[src/rtl/csr_pkg.sv]
`default_nettype none

package csr_pkg;

    // datapath and index widths
    localparam int xlen       = 64;
    localparam int csr_addr_w = 12;

    // machine CSR addresses
    localparam logic [csr_addr_w-1:0] csr_mstatus   = 12'h300;
    localparam logic [csr_addr_w-1:0] csr_misa      = 12'h301;
    localparam logic [csr_addr_w-1:0] csr_mie       = 12'h304;
    localparam logic [csr_addr_w-1:0] csr_mtvec     = 12'h305;
    localparam logic [csr_addr_w-1:0] csr_mscratch  = 12'h340;
    localparam logic [csr_addr_w-1:0] csr_mepc      = 12'h341;
    localparam logic [csr_addr_w-1:0] csr_mcause    = 12'h342;
    localparam logic [csr_addr_w-1:0] csr_mip       = 12'h344;
    localparam logic [csr_addr_w-1:0] csr_mcycle    = 12'hb00;
    localparam logic [csr_addr_w-1:0] csr_minstret  = 12'hb02;
    localparam logic [csr_addr_w-1:0] csr_mvendorid = 12'hf11;
    localparam logic [csr_addr_w-1:0] csr_marchid   = 12'hf12;
    localparam logic [csr_addr_w-1:0] csr_mimpid    = 12'hf13;
    localparam logic [csr_addr_w-1:0] csr_mhartid   = 12'hf14;

    // mstatus fields
    localparam int mstatus_mie  = 3;
    localparam int mstatus_mpie = 7;
    localparam int mpp_lo       = 11;
    localparam int mpp_hi       = 12;
    localparam int fs_lo        = 13;
    localparam int fs_hi        = 14;
    localparam int xs_lo        = 15;
    localparam int xs_hi        = 16;
    localparam int sd_bit       = 63;

    // timer interrupt position in mip and mie
    localparam int mtip_bit = 7;

    // MXL = 2, I extension only
    localparam logic [xlen-1:0] misa_value    = 64'h8000_0000_0000_0100;
    localparam logic [xlen-1:0] marchid_value = 64'd1;

    // trap causes
    localparam logic [xlen-1:0] cause_ecall_m    = 64'd11;
    localparam logic [xlen-1:0] cause_breakpoint = 64'd3;
    localparam logic [xlen-1:0] cause_m_timer    = 64'h8000_0000_0000_0007;

    // SYSTEM opcode and the fixed privileged encodings
    localparam logic [6:0]  opcode_system = 7'b111_0011;
    localparam logic [31:0] inst_ecall    = 32'h0000_0073;
    localparam logic [31:0] inst_ebreak   = 32'h0010_0073;
    localparam logic [31:0] inst_mret     = 32'h3020_0073;

    typedef enum logic [1:0] {
        op_none = 2'b00,
        op_rw   = 2'b01,
        op_rs   = 2'b10,
        op_rc   = 2'b11
    } csr_op_e;

endpackage

`default_nettype wire

[src/rtl/csr_cmd_if.sv]
`timescale 1ns/10ps
`default_nettype none

interface csr_cmd_if;
    import csr_pkg::*;

    logic                  valid;
    csr_op_e               op;
    logic [csr_addr_w-1:0] index;
    // operand after the rs1 / zimm choice
    logic [xlen-1:0]       wdata;
    logic                  ecall;
    logic                  ebreak;
    logic                  mret;

    modport decoder (
        output valid,
        output op,
        output index,
        output wdata,
        output ecall,
        output ebreak,
        output mret
    );

    modport csr_file (
        input valid,
        input op,
        input index,
        input wdata,
        input ecall,
        input ebreak,
        input mret
    );

endinterface

`default_nettype wire

[src/rtl/csr_decode.sv]
`timescale 1ns/10ps
`default_nettype none

module csr_decode (
    input  logic [31:0]              inst,
    input  logic                     inst_valid,
    input  logic [csr_pkg::xlen-1:0] rs1_data,
    csr_cmd_if.decoder               cmd
);
    import csr_pkg::*;

    logic       is_system;
    logic [2:0] funct3;
    logic       use_imm;
    logic [4:0] src_field;

    assign is_system = (inst[6:0] == opcode_system);
    assign funct3    = inst[14:12];
    assign src_field = inst[19:15];

    // funct3[2] selects the zimm forms
    assign use_imm = funct3[2];

    always_comb begin
        cmd.op = op_none;
        if (is_system) begin
            case (funct3[1:0])
                2'b01: begin
                    cmd.op = op_rw;
                end
                // set / clear with x0 or zimm 0 only reads
                2'b10: begin
                    cmd.op = (src_field != 5'd0) ? op_rs : op_none;
                end
                2'b11: begin
                    cmd.op = (src_field != 5'd0) ? op_rc : op_none;
                end
                default: begin
                    cmd.op = op_none;
                end
            endcase
        end
    end

    assign cmd.valid = inst_valid;
    assign cmd.index = inst[31:20];
    assign cmd.wdata = use_imm ? {{(xlen-5){1'b0}}, src_field} : rs1_data;

    // full-word compare against the fixed encodings
    assign cmd.ecall  = (inst == inst_ecall);
    assign cmd.ebreak = (inst == inst_ebreak);
    assign cmd.mret   = (inst == inst_mret);

endmodule

`default_nettype wire

[src/rtl/clint_timer.sv]
`timescale 1ns/10ps
`default_nettype none

module clint_timer (
    input  logic                     clk,
    input  logic                     rst,
    input  logic                     mtimecmp_we,
    input  logic [csr_pkg::xlen-1:0] mtimecmp_wdata,
    output logic                     mtip
);
    import csr_pkg::*;

    logic [xlen-1:0] mtime;
    logic [xlen-1:0] mtimecmp;
    logic            cmp_hit;

    // unsigned compare
    assign cmp_hit = (mtime >= mtimecmp);

    // free-running time base
    always_ff @(posedge clk) begin
        if (rst) begin
            mtime <= '0;
        end else begin
            mtime <= mtime + xlen'(1);
        end
    end

    // all ones after reset keeps the interrupt quiet
    always_ff @(posedge clk) begin
        if (rst) begin
            mtimecmp <= '1;
        end else if (mtimecmp_we) begin
            mtimecmp <= mtimecmp_wdata;
        end
    end

    // level shows up one cycle after mtime reaches the compare value
    always_ff @(posedge clk) begin
        if (rst) begin
            mtip <= 1'b0;
        end else begin
            mtip <= cmp_hit;
        end
    end

endmodule

`default_nettype wire

[src/rtl/csr_file.sv]
`timescale 1ns/10ps
`default_nettype none

module csr_file (
    input  logic                     clk,
    input  logic                     rst,
    csr_cmd_if.csr_file              cmd,
    input  logic                     take_irq,
    input  logic [csr_pkg::xlen-1:0] inst_addr,
    input  logic                     mtip,
    output logic [csr_pkg::xlen-1:0] csr_read,
    output logic                     csr_trap,
    output logic [csr_pkg::xlen-1:0] csr_nxt_pc
);
    import csr_pkg::*;

    logic [xlen-1:0] mstatus;
    logic [xlen-1:0] mtvec;
    logic [xlen-1:0] mepc;
    logic [xlen-1:0] mcause;
    logic [xlen-1:0] mie;
    logic [xlen-1:0] mscratch;
    logic [xlen-1:0] mcycle;
    logic [xlen-1:0] minstret;
    logic [xlen-1:0] mip;

    logic [xlen-1:0] old_val;
    logic [xlen-1:0] new_val;
    logic [xlen-1:0] mstatus_wval;
    logic [xlen-1:0] trap_cause;

    logic wr_en;
    logic trap_en;
    logic ret_en;
    logic wr_mstatus;
    logic wr_mtvec;
    logic wr_mepc;
    logic wr_mcause;
    logic wr_mie;
    logic wr_mscratch;
    logic wr_mcycle;
    logic wr_minstret;

    // MTIP mirrors the timer level and is the only mip bit
    assign mip = {{(xlen-1){1'b0}}, mtip} << mtip_bit;

    // old value of the indexed CSR
    always_comb begin
        case (cmd.index)
            csr_mstatus:   old_val = mstatus;
            csr_misa:      old_val = misa_value;
            csr_mie:       old_val = mie;
            csr_mtvec:     old_val = mtvec;
            csr_mscratch:  old_val = mscratch;
            csr_mepc:      old_val = mepc;
            csr_mcause:    old_val = mcause;
            csr_mip:       old_val = mip;
            csr_mcycle:    old_val = mcycle;
            csr_minstret:  old_val = minstret;
            csr_marchid:   old_val = marchid_value;
            // mvendorid, mimpid, mhartid and unknown indexes
            default:       old_val = '0;
        endcase
    end

    always_comb begin
        case (cmd.op)
            op_rw:   new_val = cmd.wdata;
            op_rs:   new_val = old_val | cmd.wdata;
            op_rc:   new_val = old_val & ~cmd.wdata;
            default: new_val = old_val;
        endcase
    end

    // SD summarises dirty FS / XS
    always_comb begin
        mstatus_wval = new_val;
        mstatus_wval[sd_bit] = (new_val[fs_hi:fs_lo] == 2'b11) ||
                               (new_val[xs_hi:xs_lo] == 2'b11);
    end

    // ecall beats ebreak beats the timer
    always_comb begin
        if (cmd.ecall) begin
            trap_cause = cause_ecall_m;
        end else if (cmd.ebreak) begin
            trap_cause = cause_breakpoint;
        end else begin
            trap_cause = cause_m_timer;
        end
    end

    assign wr_en   = cmd.valid && (cmd.op != op_none);
    assign trap_en = cmd.valid && (cmd.ecall || cmd.ebreak || take_irq);
    assign ret_en  = cmd.valid && cmd.mret;

    assign wr_mstatus  = wr_en && (cmd.index == csr_mstatus);
    assign wr_mtvec    = wr_en && (cmd.index == csr_mtvec);
    assign wr_mepc     = wr_en && (cmd.index == csr_mepc);
    assign wr_mcause   = wr_en && (cmd.index == csr_mcause);
    assign wr_mie      = wr_en && (cmd.index == csr_mie);
    assign wr_mscratch = wr_en && (cmd.index == csr_mscratch);
    assign wr_mcycle   = wr_en && (cmd.index == csr_mcycle);
    assign wr_minstret = wr_en && (cmd.index == csr_minstret);

    always_ff @(posedge clk) begin
        if (rst) begin
            mstatus <= '0;
        end else if (wr_mstatus) begin
            mstatus <= mstatus_wval;
        end else if (trap_en) begin
            mstatus[mstatus_mpie]  <= mstatus[mstatus_mie];
            mstatus[mstatus_mie]   <= 1'b0;
            mstatus[mpp_hi:mpp_lo] <= 2'b11;
        end else if (ret_en) begin
            mstatus[mstatus_mie]   <= mstatus[mstatus_mpie];
            mstatus[mstatus_mpie]  <= 1'b1;
            mstatus[mpp_hi:mpp_lo] <= 2'b00;
        end
    end

    // direct mode only
    always_ff @(posedge clk) begin
        if (rst) begin
            mtvec <= '0;
        end else if (wr_mtvec) begin
            mtvec <= new_val & ~xlen'(3);
        end
    end

    always_ff @(posedge clk) begin
        if (rst) begin
            mepc   <= '0;
            mcause <= '0;
        end else begin
            if (wr_mepc) begin
                mepc <= new_val;
            end else if (trap_en) begin
                mepc <= inst_addr;
            end
            if (wr_mcause) begin
                mcause <= new_val;
            end else if (trap_en) begin
                mcause <= trap_cause;
            end
        end
    end

    always_ff @(posedge clk) begin
        if (rst) begin
            mie      <= '0;
            mscratch <= '0;
        end else begin
            if (wr_mie) begin
                mie <= new_val & (xlen'(1) << mtip_bit);
            end
            if (wr_mscratch) begin
                mscratch <= new_val;
            end
        end
    end

    // a CSR write replaces the counter increment
    always_ff @(posedge clk) begin
        if (rst) begin
            mcycle   <= '0;
            minstret <= '0;
        end else begin
            mcycle <= wr_mcycle ? new_val : mcycle + xlen'(1);
            if (wr_minstret) begin
                minstret <= new_val;
            end else if (cmd.valid) begin
                minstret <= minstret + xlen'(1);
            end
        end
    end

    assign csr_read   = old_val;
    assign csr_trap   = mstatus[mstatus_mie] && mie[mtip_bit] && mip[mtip_bit];
    assign csr_nxt_pc = trap_en ? mtvec : mepc;

    // command rule shared with csr_decode
    a_cmd_exclusive: assert property (
        @(posedge clk) disable iff (rst)
        cmd.valid |-> $onehot0({cmd.op != op_none, cmd.ecall, cmd.ebreak, cmd.mret})
    ) else $error("csr_file: more than one of CSR op, ecall, ebreak, mret");

endmodule

`default_nettype wire

[src/rtl/machine_csr_unit.sv]
`timescale 1ns/10ps
`default_nettype none

module machine_csr_unit (
    input  logic                     clk,
    input  logic                     rst,
    input  logic                     inst_valid,
    input  logic [31:0]              inst,
    input  logic [csr_pkg::xlen-1:0] rs1_data,
    input  logic [csr_pkg::xlen-1:0] inst_addr,
    input  logic                     take_irq,
    input  logic                     mtimecmp_we,
    input  logic [csr_pkg::xlen-1:0] mtimecmp_wdata,
    output logic [csr_pkg::xlen-1:0] csr_read,
    output logic                     csr_trap,
    output logic [csr_pkg::xlen-1:0] csr_nxt_pc
);

    logic mtip;

    csr_cmd_if cmd_if ();

    csr_decode csr_decode_i (
        .inst       (inst),
        .inst_valid (inst_valid),
        .rs1_data   (rs1_data),
        .cmd        (cmd_if.decoder)
    );

    clint_timer clint_timer_i (
        .clk            (clk),
        .rst            (rst),
        .mtimecmp_we    (mtimecmp_we),
        .mtimecmp_wdata (mtimecmp_wdata),
        .mtip           (mtip)
    );

    csr_file csr_file_i (
        .clk        (clk),
        .rst        (rst),
        .cmd        (cmd_if.csr_file),
        .take_irq   (take_irq),
        .inst_addr  (inst_addr),
        .mtip       (mtip),
        .csr_read   (csr_read),
        .csr_trap   (csr_trap),
        .csr_nxt_pc (csr_nxt_pc)
    );

endmodule

`default_nettype wire

[config.mk]
export PLATFORM = sky130hd
export DESIGN_NAME = machine_csr_unit
export DESIGN_NICKNAME = d
export VERILOG_FILES = /design/src/rtl/csr_pkg.sv /design/src/rtl/csr_cmd_if.sv /design/src/rtl/csr_decode.sv /design/src/rtl/clint_timer.sv /design/src/rtl/csr_file.sv /design/src/rtl/machine_csr_unit.sv
export SDC_FILE = /design/constraint.sdc
export NUM_CORES = 2
export LEC_CHECK = 0
export ABC_AREA = 1
export BUFFER_PORTS_ARGS = -buffer_cell sky130_fd_sc_hd__buf_2
export CORE_ASPECT_RATIO = 1.2
export CORE_MARGIN = 5
export CORE_UTILIZATION = 25
export CTS_CLUSTER_SIZE = 28
export DETAILED_ROUTE_END_ITERATION = 8
export PLACE_DENSITY_LB_ADDON = 0.3
export SLEW_MARGIN = 20
export SYNTH_ARGS = -nofsm -noshare
export SYNTH_HDL_FRONTEND = slang
export SYNTH_SLANG_ARGS = --single-unit
[constraint.sdc]
create_clock -name clk -period 3.7 [get_ports clk]
set_clock_uncertainty 0.1 [all_clocks]
set_input_delay 0 -clock clk [delete_from_list [all_inputs] [get_ports clk]]
set_output_delay 0 -clock clk [all_outputs]
set_load 0.05 [all_outputs]
==> flow_metrics.tcl <==
set metrics [dict create \
    netlist_instances 5755 \
    first_pass_iters 9 \
    clkPwrFrac 0.504 \
    relSlewSlack 0.3042 \
    viasPerCell 5.057 \
    p_sw_frac 0.2654 \
    cts_tree "done" \
    synth_top_cell_area_share 0.3240 \
    ys_ff_latch 576 \
    synth_area_sq_mm 0.03559 \
    p_switching_mw 4.147 \
    path_cells "ha_1 > nand2_1 > nor2_4 > inv_1 > nor2_2 > nand3_1 > inv_1 > nand3_1 > xor2_1 > nand2_1 > a21oi_1" \
    grt_usage 0.2403 \
    period_needed_ns 3.346 \
    root_buffer "clkbuf_16" \
    drc 0 \
    h-tree-depth 3 \
    synth_seq_area_share 0.3240 \
    grt_pass1_wl_um 271100 \
    dp_hpwl_um 138100 \
    num_vias 42144 \
    synth_nets 6051 \
    pwr-share-comb 0.089 \
    max_stage_delay_ns 0.52 \
    io_pins 358 \
    cts_setup_buffers 0 \
    setup_viol 0 \
    finalCritPeriodShare 0.9042 \
    finalNetCount 6737 \
    endpoint_kind "flop" \
    synth_area_leaders "dfxtp_1, nand2_1, inv_1" \
    hold_buffers 414 \
    grt_start_max_net_pins 175 \
    die_area_sq_mm 0.1500 \
    ir_drop_mv 0.3505 \
    clkTransAtPathRegs_ns 0.06 \
    slew_violations 0 \
    overflow 0 \
    portBuffers 357 \
    crit_arrival_ns 3.78 \
    maxCapViolations 0 \
    post_drt_wl_per_cell_um 22.59 \
    outcome "finished clean" \
    core_area_sq_mm 0.1413 \
    required_ns 4.13 \
    async_flop_share 0 \
    grt_pass1_vias 40359 \
    areaGrowthSynthToFinish_pct 29.99 \
    critPathSlowestCell "dfxtp_1" \
    clk_path_buf_depth 3 \
    gp_congestion 0.9915 \
    postRouteAntennaNets 0 \
    wirelength_um 188300 \
    synth_ff_type "dfxtp_1" \
    synth-edff-count 0 \
    syn_area_per_cell_sq_um 6.184 \
    intPower_mw 11.48 \
    fin_cells 8334 \
    critPathKind "reg2reg" \
    initial_utilization 0.2518 \
    synth_cell_type_count 51 \
    setup_tns_ns 0 \
    power_leakage_nw 20.58 \
    rsz0062_at_grt "no" \
    drt_iter0_markers 4006 \
    cts_sinks 576 \
    fmax_mhz 298.9 \
    crit_fanout 7 \
    drive_above_1_share 0.1137 \
    synth_commonest_cells "nand2_1, inv_1, nor2_1, dfxtp_1, o21ai_0" \
    pwr_density_cell_mw_per_mm2 337.7 \
    tightestPinTransition_ns 1.044 \
    worstHoldPathType "in2reg" \
    yosysTopAreaCell "dfxtp_1" \
    dpl.cell_count 7789 \
    num_rows 151 \
    die_w_um 354.4 \
    cp-start-kind "flop" \
    yosysWarnings 0 \
    seqPwrFrac 0.407 \
    ctsResizeCount 0 \
    die_y_um 423.3 \
    grt_antenna_before_repair 2 \
    yosysMostFrequentCell "nand2_1" \
    cts_made_buffers 72 \
    clk_latency_ns 0.71 \
    n_antenna_cell 0 \
    finalHoldViolCount 0 \
]
[final cells by class]
class	count	area [sq um]
fillers	15490	95050
multi-input cells	4062	19630
flip-flops and latches	576	11530
clock buffers	98	2059
inverters	836	3144
repair buffers	893	7084
well taps	1836	2297
clock inverters	33	520.5
[cells in the final DEF, fill, tap and decap left out, drive strengths merged, types with 3 or more instances in the layout]
master and count:
nand2 1372, inv 839, nor2 708, o21ai 581
dfxtp 576, buf 479, a21oi 459, dlygate4sd3 414
nand3 369, nor3 118, clkbuf 98, nand4 89
xor2 69, ha 67, o21bai 66, a31oi 23
clkinv 20, a22oi 19, o21a 16, o211ai 16
nor3b 13, xnor2 13, or2 11, nor4 10
bufinv 9, o22ai 9, and3 7, a221oi 6
nand3b 5, a211oi 4, and2 4, o221ai 3
o2111ai 3
[layer usage]
layer	share of wire	wire length [um]	vias up	global-route usage
met1	0.39	73200	19716	0.2881
met2	0.47	87730	2113	0.4089
met4	0.063	11860	0	0.1293
met3	0.082	15490	481	0.04233
met5	0	0	-	0
li1	-	-	19834	-
[worst paths after layout]
check	from	end	slack (ns)	cells after the start
worst max-delay path	csr_file_i.mcycle[0]	csr_file_i.mcycle[46]	0.35	11
worst min-delay path	mtimecmp_wdata[53]	clint_timer_i.mtimecmp[53]	0.04	4
worst max register to register	csr_file_i.mcycle[0]	csr_file_i.mcycle[46]	0.35	11
worst min register to register	csr_file_i.mcause[30]	csr_file_i.mcause[30]	0.37	2
[flip-flops by register name, indices dropped and copies added (netlist names)]
name and flops:
clint_timer_i.mtip 1, clint_timer_i.mtimecmp 64, csr_file_i.mstatus 64, csr_file_i.mie 1, csr_file_i.mtvec 62, csr_file_i.minstret 64, csr_file_i.mscratch 64, clint_timer_i.mtime 64
csr_file_i.mepc 64, csr_file_i.mcause 64, csr_file_i.mcycle 64
[metrics by stage]
| step | power (mW) | instance area (sq um) | hold slack [ns] | utilization | setup WS, ns |
|---|---|---|---|---|---|
| detailed placement | 7.497 | 39540 | 0.1184 | 0.2798 | 0.4313 |
| global placement | 7.487 | 39540 | 0.1117 | 0.2798 | 0.4073 |
| CTS | 15.73 | 46270 | 0.01326 | 0.3274 | 0.4143 |
| global route | 16.09 | 46270 | 0.07084 | 0.3274 | 0.2249 |
| finish | 15.63 | 46270 | 0.04370 | 0.3274 | 0.3544 |
| floorplan | 7.052 | 35590 | 0.02245 | - | 1.328 |
[worst max-delay path, delay by kind of cell (launching register included)]
kind / cells / cell delay, ns
AO/OA/AOI/OAI: 1 / 0.06
XOR/XNOR: 1 / 0.20
adder cells (fa/ha/maj): 1 / 0.46
buffers and inverters: 2 / 0.40
flip-flops: 1 / 0.52
AND/OR/NAND/NOR: 6 / 1.43
[power by group through the flow]
stage               registers, mW  clock network (mW)  logic [mW]
finish                       6.36                7.87        1.40
global route                 6.37                8.23        1.49
CTS                          6.36                8.01        1.36
detailed placement           6.49                   0        1.00
global placement             6.49                   0       0.996
floorplan                    6.47                   0       0.579
[cell families (layout without fill, tap and decap cells)]
kind of cell / Yosys count / count (layout) / synth area share
compound gates: 1207 / 1207 / 0.1812
xor+xnor: 82 / 82 / 0.02018
flops: 576 / 576 / 0.3240
fa+ha+maj: 67 / 67 / 0.02355
buf+inv: 1117 / 1860 / 0.1255
simple gates: 2706 / 2706 / 0.3256
Note: power is estimated with default switching activity, not from simulation.
